==> config.mk <==
export PLATFORM = sky130hd
export DESIGN_NAME = coco_reset_top
export DESIGN_NICKNAME = d
export VERILOG_FILES = /design/src/coco_rst_pkg.sv /design/src/coco_cfg_pkg.sv /design/src/coco_reset_top.sv /design/src/reset_combine.sv /design/src/rom_load_track.sv /design/src/config_watch.sv
export SDC_FILE = /design/constraint.sdc
export NUM_CORES = 1
export LEC_CHECK = 0
export ABC_AREA = 0
export BUFFER_PORTS_ARGS = -buffer_cell sky130_fd_sc_hd__buf_2
export CORE_ASPECT_RATIO = 0.7
export CORE_MARGIN = 3
export CORE_UTILIZATION = 49
export DETAILED_ROUTE_END_ITERATION = 16
export MAX_ROUTING_LAYER = met4
export PLACE_DENSITY = 0.82
export RECOVER_POWER = 100
export SLEW_MARGIN = 40
export SYNTH_ARGS = -nofsm -noshare
export SYNTH_HDL_FRONTEND = slang
export SYNTH_SLANG_ARGS = --single-unit
==> constraint.sdc <==
create_clock -name clk57 -period 2.6 [get_ports clk57]
set_clock_uncertainty 0.2 [all_clocks]
set_input_delay 0.13 -clock clk57 [delete_from_list [all_inputs] [get_ports clk57]]
set_output_delay 0.13 -clock clk57 [all_outputs]
set_load 0.05 [all_outputs]
==> src/coco_rst_pkg.sv <==
// Reset requests and reset state
`default_nettype none

package coco_rst_pkg;

	// Direct requests that reach the reset registers without a countdown
	typedef struct packed {
		logic hard_req;
		logic soft_req;
		logic cart_remove;
		logic button;
		logic download;
	} reset_req_t;

	// ==============================
	// Output bundle
	// ==============================

	// Hard reset clears machine state and memory setup.
	// Core reset only restarts the CPU.
	typedef struct packed {
		logic hard_reset;
		logic core_reset;
		logic rom_loaded;
	} rst_state_t;

endpackage

`default_nettype wire

==> src/coco_cfg_pkg.sv <==
// Menu status and machine configuration
`default_nettype none

package coco_cfg_pkg;

	// ==============================
	// Field widths of the menu word
	// ==============================

	localparam int OSD_STATUS_W = 32;
	localparam int VIDEO_OPT_W = 6;
	localparam int MACHINE_CFG_W = 2;

	// Options above bit 10 are not looked at by the reset logic
	localparam int OTHER_OPT_W = OSD_STATUS_W - MACHINE_CFG_W - VIDEO_OPT_W - 3;

	// Settings whose change needs a full machine restart
	typedef struct packed {
		logic mem64kb;
		logic dragon;
	} machine_cfg_t;

	// Layout of the 32-bit status word from the on-screen menu.
	// Bit 0 sits at the bottom of the struct.
	typedef struct packed {
		logic [OTHER_OPT_W-1:0] other_opts;
		machine_cfg_t           cfg;
		logic [VIDEO_OPT_W-1:0] video_opts;
		logic                   cart_remove;
		logic                   soft_req;
		logic                   hard_req;
	} osd_status_t;

endpackage

`default_nettype wire
==> src/coco_reset_top.sv <==
// Reset sequencing top level
`timescale 1ns/1ps
`default_nettype none

module coco_reset_top #(
	parameter int unsigned HOLD_CYCLES = 65535
) (
	input  wire                        clk57,
	input  wire                        arst_n_i,
	input  coco_cfg_pkg::osd_status_t  status_i,
	input  logic                       button_reset_i,
	input  logic                       ioctl_download_i,
	output coco_rst_pkg::rst_state_t   rst_o
);

	import coco_cfg_pkg::*;
	import coco_rst_pkg::*;

	machine_cfg_t cfg;
	reset_req_t   req;
	logic         cfg_busy;
	logic         rom_loaded;

	// ==============================
	// Menu word split
	// ==============================

	assign cfg = status_i.cfg;

	// Direct requests, together with the button and the download level
	assign req.hard_req    = status_i.hard_req;
	assign req.soft_req    = status_i.soft_req;
	assign req.cart_remove = status_i.cart_remove;
	assign req.button      = button_reset_i;
	assign req.download    = ioctl_download_i;

	// ==============================
	// Reset sources
	// ==============================

	config_watch #(
		.HOLD_CYCLES (HOLD_CYCLES)
	) u_config_watch (
		.clk57      (clk57),
		.arst_n_i   (arst_n_i),
		.cfg_i      (cfg),
		.cfg_busy_o (cfg_busy)
	);

	rom_load_track u_rom_load_track (
		.clk57        (clk57),
		.arst_n_i     (arst_n_i),
		.download_i   (ioctl_download_i),
		.rom_loaded_o (rom_loaded)
	);

	// Final registered resets
	reset_combine u_reset_combine (
		.clk57        (clk57),
		.arst_n_i     (arst_n_i),
		.req_i        (req),
		.cfg_busy_i   (cfg_busy),
		.rom_loaded_i (rom_loaded),
		.rst_o        (rst_o)
	);

endmodule

`default_nettype wire

==> src/reset_combine.sv <==
// Hard and core reset combiner
`timescale 1ns/1ps
`default_nettype none

module reset_combine (
	input  wire                       clk57,
	input  wire                       arst_n_i,
	input  coco_rst_pkg::reset_req_t  req_i,
	input  logic                      cfg_busy_i,
	input  logic                      rom_loaded_i,
	output coco_rst_pkg::rst_state_t  rst_o
);

	logic hard_term;
	logic core_term;
	logic hard_q;
	logic core_q;

	// ==============================
	// Reset terms
	// ==============================

	// Anything that changes memory contents or machine layout needs a hard reset
	assign hard_term = req_i.hard_req
		|| req_i.cart_remove
		|| req_i.download
		|| cfg_busy_i;

	// The CPU stays held until a system ROM exists.
	// Using the registered hard reset keeps the core one cycle behind it.
	assign core_term = hard_q
		|| req_i.soft_req
		|| req_i.button
		|| !rom_loaded_i;

	// ==============================
	// Output registers
	// ==============================

	// Both resets come out of power-up asserted
	always_ff @(posedge clk57 or negedge arst_n_i) begin
		if (!arst_n_i) begin
			hard_q <= 1'b1;
			core_q <= 1'b1;
		end else begin
			hard_q <= hard_term;
			core_q <= core_term;
		end
	end

	assign rst_o.hard_reset = hard_q;
	assign rst_o.core_reset = core_q;
	assign rst_o.rom_loaded = rom_loaded_i;

endmodule

`default_nettype wire

==> src/rom_load_track.sv <==
// System ROM load tracker
`timescale 1ns/1ps
`default_nettype none

module rom_load_track (
	input  wire  clk57,
	input  wire  arst_n_i,
	input  logic download_i,
	output logic rom_loaded_o
);

	logic download_q;
	logic download_done;
	logic loaded_q;

	// Delayed copy of the download level for edge detection
	always_ff @(posedge clk57 or negedge arst_n_i) begin
		if (!arst_n_i) begin
			download_q <= 1'b0;
		end else begin
			download_q <= download_i;
		end
	end

	// A download has just ended when the old level is high and the new one low
	assign download_done = download_q && !download_i;

	// ==============================
	// Sticky loaded flag
	// ==============================

	// Once set, only the asynchronous reset brings the flag back down
	always_ff @(posedge clk57 or negedge arst_n_i) begin
		if (!arst_n_i) begin
			loaded_q <= 1'b0;
		end else if (download_done) begin
			loaded_q <= 1'b1;
		end
	end

	assign rom_loaded_o = loaded_q;

endmodule

`default_nettype wire

==> src/config_watch.sv <==
// Machine configuration watcher
`timescale 1ns/1ps
`default_nettype none

module config_watch #(
	parameter int unsigned HOLD_CYCLES = 65535
) (
	input  wire                        clk57,
	input  wire                        arst_n_i,
	input  coco_cfg_pkg::machine_cfg_t cfg_i,
	output logic                       cfg_busy_o
);

	import coco_cfg_pkg::*;

	localparam int HOLD_W = $clog2(HOLD_CYCLES + 1);

	logic              primed_q;
	machine_cfg_t      cfg_q;
	logic              cfg_change;
	logic [HOLD_W-1:0] cnt_q;
	logic [HOLD_W-1:0] cnt_d;
	logic              busy_q;

	// ==============================
	// Change detection
	// ==============================

	// The copy simply follows the input, so a change shows for one sample only
	always_ff @(posedge clk57) begin
		cfg_q <= cfg_i;
	end

	// Nothing is compared until the first value after reset has been stored
	always_ff @(posedge clk57 or negedge arst_n_i) begin
		if (!arst_n_i) begin
			primed_q <= 1'b0;
		end else begin
			primed_q <= 1'b1;
		end
	end

	assign cfg_change = primed_q && (cfg_i != cfg_q);

	// ==============================
	// Settle countdown
	// ==============================

	// The count runs one below the hold length since the busy flag
	// is itself registered and adds the missing cycle
	always_comb begin
		cnt_d = cnt_q;
		if (cfg_change) begin
			cnt_d = HOLD_W'(HOLD_CYCLES - 1);
		end else if (cnt_q != '0) begin
			cnt_d = cnt_q - 1'b1;
		end
	end

	always_ff @(posedge clk57 or negedge arst_n_i) begin
		if (!arst_n_i) begin
			cnt_q  <= '0;
			busy_q <= 1'b0;
		end else begin
			cnt_q  <= cnt_d;
			busy_q <= cfg_change || (cnt_q != '0);
		end
	end

	assign cfg_busy_o = busy_q;

endmodule

`default_nettype wire

; Word-level counts from Yosys, hierarchy flattened
; Cells that the tools add are included.
[word_totals]
ff_bits = 24
in_bits = 36
output_inout_bits = 3
elab_cells = 26
[classes]
addsub = 1
eq_ne = 1
muxes = 2
n_reduce_logical = 13
[op_table]
columns = operator, n
row1 = 16-bit two-way mux, 2
row2 = 16-bit nonzero test, 1
row3 = "16-bit by 1-bit subtractor with 16-bit output, second input constant", 1
row4 = 1-bit logical OR, 7
row5 = 1-bit logical AND, 2
row6 = 1-bit zero test, 2
row7 = 2-bit != test, 1
row8 = 2-bit nonzero test, 1

; Longest topological paths before layout
; Gate-level depths: netlist of the first run.
[logic_depth]
word_depth = 3
ltp_mapped = 7
mapped_depth_nobuf = 6

; Hierarchy
; Synthesis of the first run repeated with hierarchy kept, for this count alone.
[hier_totals]
hier_cells = 119
hier_area_um2 = 1168.6
[by_module_without_submodules]
columns = mod, n_inst, cells_per_inst, area_each_um2, seq_area_each_um2
row1 = config_watch, 1, 108, 1014.7, 490.5
row2 = reset_combine, 1, 7, 92.6, 52.6
row3 = rom_load_track, 1, 4, 61.3, 50.0

; Least setup slack after synthesis of the first run
; No wires, ideal clock.
[synth_timing]
path_type = register to register
start = register u_config_watch.cnt_q[0]
end = register u_config_watch.cnt_q[13]
setup_ns = 0.132
arrival_time_ns = 1.703
required_ns = 2.268
path_slack_ns = 0.566
path_stages_with_launch = 8
path_buffers = 1
synth_period_minus_slack_ns = 2.034
cell_sequence = dfrtp_1 inv_1 ha_1 or4b_1 buf_2 o21ai_2 nor3_1 or3b_1
[synth_between]
elab_chain_cells = 3
word_cells_on_any_way = 5
cone_classes = 1 x add/sub / 2 x mux / 2 x reduce/logical
[synth_rtl]
columns = item, line_no
row1 = start: declaration, config_watch.sv:21  ; logic [HOLD_W-1:0] cnt_q;
row2 = start signal: assignment, config_watch.sv:65  ; cnt_q <= cnt_d;
row3 = 16-bit by 1-bit subtractor with 16-bit output, config_watch.sv:56  ; cnt_d = cnt_q - 1'b1;
row4 = 16-bit two-way mux, config_watch.sv:55  ; end else if (cnt_q != '0) begin
row5 = 16-bit two-way mux, config_watch.sv:53  ; if (cfg_change) begin
; Parallel ways exist; a longest one is shown, timed or not. The select of a mux whose other input is x is not followed.
; A chain may end at the register's enable or synchronous reset.

; Final worst setup path of the first run
[layout_timing]
start = register u_config_watch.cnt_q[6]
end = register u_config_watch.cnt_q[13]
; The elaborated chain is that of the path after synthesis.

==> flow_metrics.env, run 1 <==
export IMPL_top_usage_layer="met2"
export IMPL_fp_dieW_microns=64.5
export IMPL_critical_path_arrival_ps=2330
export IMPL_clock_root_buffer="clkbuf_4"
export IMPL_grt_max_degree=23
export IMPL_comb_power_share_pct=11.0
export IMPL_slew_violations=0
export IMPL_rsz0062_at_grt="no"
export IMPL_final_core_util_pct=62.2
export IMPL_fp_row_count=14
export IMPL_final_setup_worst_slack_ps=284
export IMPL_synth_top_cell_by_area="dfrtp_1"
export IMPL_startpoint="u_config_watch.cnt_q[6]"
export IMPL_drc=0
export IMPL_start_kind="flip-flop"
export IMPL_start_util_pct=53.2
export IMPL_htree_levels=1
export IMPL_clock_sinks=24
export IMPL_leakage_nw=0.453
export IMPL_regToRegSetupSlack_ps=280
export IMPL_synth_xor_area_share_pct=2.24
export IMPL_power_density_mw_per_mm2=570
export IMPL_synth_commonest_cells="20 x dfrtp_1, 8 x nor2_1, 6 x nor3_1, 6 x o21ai_0"
export IMPL_cts_tree="done"
export IMPL_worst_path_max_fanout=6
export IMPL_worst_setup_path_end_kind="flip-flop"
export IMPL_ys_seq_elements=24
export IMPL_fmax_ghz=0.432
export IMPL_pwr_share_seq_pct=53.8
export IMPL_coreArea_sq_mm=0.00221
export IMPL_grt_pass1_wl_mm=4.42
export IMPL_postRouteAntennaNets=0
export IMPL_dp_hpwl_mm=1.82
export IMPL_grt_overflow_total=0
export IMPL_fin_total_pwr_mw=0.782
export IMPL_drtIter0Drc=50
export IMPL_clockPowerShare_pct=35.2
export IMPL_cp_endpoint="u_config_watch.cnt_q[13]"
export IMPL_antennaDiodeCount=0
export IMPL_r2r_start="u_config_watch.cnt_q[6]"
export IMPL_synth_enable_flop_cells=0
export IMPL_numPortBuffers=11
export IMPL_dieArea_sq_mm=0.00303
export IMPL_setup_violations=0
export IMPL_synthFlopType="dfrtp_1"
export IMPL_power_switching_mw=0.193
export IMPL_fillers=207
export IMPL_die_h_microns=47.0
export IMPL_async_flop_share_pct=91.7
export IMPL_internal_power_mw=0.589
export IMPL_crit_required_ps=2610
export IMPL_place_ws_ps=350
export IMPL_swShare_pct=24.7
export IMPL_ir_worst_vdd_uv=325
export IMPL_reg2reg_depth=4
export IMPL_cts_path_max_buffers=2
export IMPL_drive_gt1_share_pct=12.6
export IMPL_synthTopCellsByArea="dfrtp_1 43%, dfstp_2 4.5%, dfxtp_1 3.4%"
export IMPL_hold_violations=0
export IMPL_ys_seq_area_share_pct=50.5
export IMPL_synthMuxAreaShare_pct=1.70
export IMPL_synth_distinct_cells=44
export IMPL_grt_usage_pct=20.3
export IMPL_via_per_inst=6.08
export IMPL_synth_top_cell_area_share_pct=42.6
export IMPL_drv_cap=0
export IMPL_fin_crit_ps=2320
export IMPL_worst_slew_pin_slew_ps=1210
export IMPL_netlist_instances=116
export IMPL_grtUsageMet3_pct=5.02
export IMPL_gr_usage_met2_pct=34.8
export IMPL_synth_top_family_by_area="simple AND/OR/NAND/NOR gates"
export IMPL_critPathKind="reg -> reg"
export IMPL_finalSetupTns_ps=0
export IMPL_ys_warnings_count=0
export IMPL_vias=1015
export IMPL_rr_endpoint="u_config_watch.cnt_q[13]"
export IMPL_synth_adder_area_share_pct=1.06
export IMPL_use_met1_pct=25.4
export IMPL_syn_num_nets=153
export IMPL_drt_wirelength_per_cell_microns=16.4
export IMPL_clk_pin_slew_ps=140
export IMPL_final_nets=173
export IMPL_mappedNetlistArea_sq_mm=0.00117
export IMPL_synth_simple_area_share_pct=25.0
export IMPL_wirelength_mm=2.74
export IMPL_pin_count=39
export IMPL_first_pass_iters=4
export IMPL_status="finished clean"
export IMPL_clk_latency_ps=330
export IMPL_syn_area_per_cell_sq_um=10.1
export IMPL_cts_buffers=3
export IMPL_synth_compound_area_share_pct=14.5
export IMPL_area_growth_pct=16.8
export IMPL_relSlewSlack_pct=19.6
export IMPL_synth_most_common_cell="dfrtp_1"
export IMPL_worstHoldPathType="in -> reg"
export IMPL_antenna_found_initial=0
export IMPL_gp_congestion=0.833
export IMPL_grt_pass1_vias=927
export IMPL_finalCritPeriodShare_pct=89.1
worst min-delay path by stage:
stage	slack, ps	cells past startpoint	endpoint	from
floorplan	-370	0	u_config_watch.cfg_busy_o	arst_n_i
global placement	-80	1	u_config_watch.cnt_q[6]	arst_n_i
detailed placement	-70	1	u_config_watch.cnt_q[5]	arst_n_i
CTS	100	2	u_config_watch.cnt_q[4]	arst_n_i
global route	270	2	u_config_watch.cfg_q[1]	status_i[10]
finish	280	2	u_config_watch.cfg_q[1]	status_i[10]
layout make-up:
class                           count  area (sq um)  share of cell area [%]
Sequential cell                    24           593                    43.2
Tap cell                           32          40.0                    2.92
Inverter                            4          15.0                    1.09
Clock inverter                      1          30.0                    2.19
Clock buffer                        3          22.5                    1.64
Timing Repair Buffer               22           145                    10.6
Multi-Input combinational cell     81           527                    38.4
per-stage QoR:
step / hold slack [ps] / cells / cell area, sq um
final: 279 / 167 / 1370
after global routing: 272 / 167 / 1370
after CTS: 105 / 167 / 1390
after detailed placement: -74.8 / 155 / 1250
after global placement: -84.2 / 155 / 1250
after floorplan: -366 / 116 / 1170
routing by layer:
layer | routed length (microns) | part of all wire [%] | vias to the layer above
li1 | - | - | 471
met1 | 1170 | 43 | 497
met2 | 1370 | 50 | 40
met3 | 171 | 6.3 | 7
met4 | 29 | 1.1 | 0
met5 | 0 | 0 | -
cell families after synthesis:
logic type / Yosys count
and+or+nand+nor: 48
AOI/OAI and AO/OA: 26
DFF: 24
buffers and inverters: 11
xor gates and xnor gates: 3
muxes: 2
adders and majority gates: 1
other: 1
critical path, stage by stage, from the launching register on:
cell	delay (ps)
dfrtp_1	460
nor4_1	580
nand4_1	390
o21ai_0	230
or3b_1	350
repair_timing:
action | in CTS | in global routing
endpoints found under the setup margin | 0 | 1
hold buffers | 8 | 0
resized for setup | 0 | 1
setup buffers | 0 | 0
hold endpoints to repair | 28 | 0
flip-flops by register name, summed over array words and instances (netlist names):
register	flops
u_rom_load_track.rom_loaded_o	1
u_reset_combine.hard_q	1
u_config_watch.cfg_q	2
u_config_watch.cfg_busy_o	1
u_reset_combine.core_q	1
u_rom_load_track.download_q	1
u_config_watch.cnt_q	16
u_config_watch.primed_q	1
cell usage in the layout (no fill, tap or decap), types with 3 or more instances in the layout:
cell type | Yosys | layout
clkbuf_4 | 0 | 3
nor4_1 | 4 | 5
or4_1 | 3 | 3
buf_2 | 2 | 4
nor3_1 | 6 | 6
o21ai_0 | 6 | 8
nor2_1 | 8 | 8
nand3_1 | 4 | 4
inv_1 | 4 | 4
dlygate4sd3_1 | 0 | 8
nand2_1 | 4 | 4
o211ai_1 | 3 | 3
clkbuf_1 | 2 | 8
and2_1 | 3 | 3
dfrtp_1 | 20 | 20
a21oi_1 | 3 | 3
power groups by stage:
stage	Clock [mW]	Combinational, mW	Sequential, mW
after floorplan	0	0.0515	0.418
after global placement	0	0.0739	0.422
after detailed placement	0	0.0791	0.426
after CTS	0.275	0.0868	0.419
after global routing	0.290	0.0987	0.424
final	0.275	0.0861	0.421
(Power assumes the default switching activity.)
==> run 2: changes to the inputs <==
- SYNTH_HIERARCHICAL: default -> 1
==> run 2 against run 1 <==
  * Sequential power about the same
  * Largest cell class unchanged
  * Global-route usage up 0.93 points
  * Critical path type unchanged
  * Core utilization grew 0.11 points
  * Die area fell by 0.47%
  * Clock power shrank 26%
==> flow_metrics.env, run 2 <==
export IMPL_final_nets=179
export IMPL_slew_violations=0
export IMPL_dp_hpwl_mm=1.91
export IMPL_postRouteAntennaNets=0
export IMPL_worst_path_max_fanout=5
export IMPL_worst_slew_pin_slew_ps=1180
export IMPL_drc=0
export IMPL_critPathSlowestCell="or4b_2"
export IMPL_critical_path_arrival_ps=2460
export IMPL_regToRegSetupSlack_ps=160
export IMPL_htree_levels=1
export IMPL_synth_most_common_cell="dfrtp_1"
export IMPL_status="finished clean"
export IMPL_ys_warnings_count=6
export IMPL_fp_row_count=14
export IMPL_clock_sinks=24
export IMPL_fin_crit_ps=2440
export IMPL_finalSetupTns_ps=0
export IMPL_numPortBuffers=11
export IMPL_ys_seq_elements=24
export IMPL_final_common_cell="dfrtp_1"
export IMPL_clk_pin_slew_ps=130
export IMPL_hold_end="u_rom_load_track/rom_loaded_o"
export IMPL_mappedNetlistArea_sq_mm=0.00117
export IMPL_synthTopCellsByArea="dfrtp_1 43%, dfstp_2 4.5%, nor3_1 3.9%"
export IMPL_cts_buffers=3
export IMPL_synth_distinct_cells=37
export IMPL_relSlewSlack_pct=21.6
export IMPL_synth_commonest_cells="20 x dfrtp_1, 9 x nor3_1, 8 x nand3_1, 8 x o21ai_0"
export IMPL_r2r_start="u_config_watch/cnt_q[0]"
export IMPL_hold_depth=1
export IMPL_rsz0062_at_grt="no"
export IMPL_coreArea_sq_mm=0.00221
export IMPL_ys_seq_area_share_pct=50.7
export IMPL_final_setup_worst_slack_ps=158
export IMPL_syn_area_per_cell_sq_um=9.82
export IMPL_placedInstanceArea_sq_mm=0.00127
export IMPL_ir_worst_vdd_uv=291
export IMPL_drive_gt1_share_pct=12.8
export IMPL_fmax_ghz=0.410
export IMPL_vias=1047
export IMPL_cts_path_max_buffers=2
export IMPL_clk_latency_ps=330
export IMPL_pin_count=39
export IMPL_place_ws_ps=195
export IMPL_drt_wirelength_per_cell_microns=16.1
export IMPL_gp_congestion=0.830
export IMPL_synth_top_cell_by_area="dfrtp_1"
export IMPL_start_util_pct=52.9
export IMPL_power_density_mw_per_mm2=513
export IMPL_largest_reg_flops=16
export IMPL_first_pass_iters=4
export IMPL_hold_start="u_rom_load_track/download_q"
export IMPL_rr_endpoint="u_config_watch/cnt_q[11]"
export IMPL_clock_root_buffer="clkbuf_4"
export IMPL_grt_pass1_wl_mm=4.57
export IMPL_fillers=204
export IMPL_grt_usage_pct=21.2
export IMPL_reg2reg_depth=6
export IMPL_critPathKind="reg -> reg"
export IMPL_synth_top_cell_area_share_pct=42.8
export IMPL_worstPathCellList="inv_1, ha_1, or4b_2, nor3_1, or4_2, nand3_1"
export IMPL_grt_overflow_total=0
export IMPL_die_h_microns=46.9
export IMPL_syn_num_nets=156
export IMPL_grt_max_degree=23
export IMPL_netlist_instances=119
export IMPL_async_flop_share_pct=91.7
export IMPL_worst_setup_path_end_kind="flip-flop"
export IMPL_crit_required_ps=2620
export IMPL_hold_violations=0
export IMPL_critical_path_max_stage_delay_ps=680
export IMPL_top_regs="u_config_watch/cnt_q x16, u_config_watch/cfg_q x2"
export IMPL_antenna_found_initial=0
export IMPL_drtIter0Drc=85
export IMPL_cp_top_family="simple AND/OR/NAND/NOR gates"
export IMPL_critical_path_buf_inv_count=1
export IMPL_synthFlopType="dfrtp_1"
export IMPL_antennaDiodeCount=0
export IMPL_grt_pass1_vias=987
export IMPL_leakage_nw=0.459
export IMPL_drv_cap=0
export IMPL_synth_enable_flop_cells=0
export IMPL_fp_dieW_microns=64.4
export IMPL_via_per_inst=6.05
export IMPL_finalCritPeriodShare_pct=93.9
export IMPL_regMostFlops="u_config_watch/cnt_q"
export IMPL_area_growth_pct=17.7
export IMPL_dieArea_sq_mm=0.00302
export IMPL_start_kind="flip-flop"
export IMPL_cts_tree="done"
export IMPL_setup_violations=0
export IMPL_finalInstanceArea_sq_mm=0.00138
export IMPL_cts_setup_buffers=0
export IMPL_wirelength_mm=2.78
export IMPL_worstHoldPathType="reg -> reg"
## run 2: cell type report
type / count / area, sq um / area share (%)
tap: 32 / 40.0 / 2.91
sequential: 24 / 593 / 43.1
inverter: 5 / 18.8 / 1.36
multi-input combinational: 84 / 527 / 38.3
clock buffer: 4 / 36.3 / 2.64
timing repair buffer: 24 / 160 / 11.6
## run 2: worst max-delay path by stage
stage | start | end | slack, ps | cells past startpoint
6_report | u_config_watch/cnt_q[0] | u_config_watch/cnt_q[11] | 160 | 6
5_1_grt | u_config_watch/cnt_q[0] | u_config_watch/cnt_q[13] | 20 | 6
4_1_cts | u_config_watch/cnt_q[0] | u_config_watch/cnt_q[12] | 170 | 6
3_5_place_dp | u_config_watch/cnt_q[0] | u_config_watch/cnt_q[12] | 200 | 6
3_3_place_gp | u_config_watch/cnt_q[0] | u_config_watch/cnt_q[12] | 220 | 6
2_1_floorplan | u_config_watch/cnt_q[0] | u_config_watch/cnt_q[9] | 290 | 7
## run 2: timing repair
item | in CTS | in global routing
endpoints found under the setup margin | 0 | 1
endpoints found under the hold margin | 28 | 0
hold buffers | 8 | 0
resized for setup | 0 | 1
## run 2: where the power goes
part	total, mW	switching (mW)	internal (mW)
Combinational	0.0822	0.0455	0.0367
Sequential	0.420	0.0269	0.393
Clock	0.203	0.117	0.0859
Total	0.705	0.189	0.516
## run 2: worst reg2reg max path, stage by stage (launching register included)
cell	delay [ps]
dfrtp_1	430
inv_1	110
ha_1	220
or4b_2	680
nor3_1	400
or4_2	210
nand3_1	70
## run 2: cells by family (layout without fill, tap and decap cells)
| logic type | Yosys count | count (layout) | synth area share, % |
|---|---|---|---|
| compound gates | 26 | 26 | 14.3 |
| xor+xnor | 2 | 2 | 1.50 |
| fa+ha+maj | 1 | 1 | 1.07 |
| buf+inv | 11 | 33 | 4.60 |
| flops | 24 | 24 | 50.7 |
| other cells | 1 | 1 | 0.321 |
| simple gates | 54 | 54 | 27.4 |
## run 2: metal layers
layer  routed length (microns)  part of all wire (%)  track usage (%)
met1                      1180                    43             25.8
met5                         0                     0                -
met2                      1350                    49             34.2
met3                       188                   6.8             5.98
met4                        57                   2.1             8.40
## run 2: stage by stage
stage	instances	hold slack (ps)	util [%]	power, mW
2_1_floorplan	119	-366	-	0.468
3_3_place_gp	161	-86.3	57.4	0.495
3_5_place_dp	161	-81.0	57.4	0.500
4_1_cts	173	84.6	62.6	0.709
5_1_grt	173	285	62.3	0.731
6_report	173	277	62.3	0.705
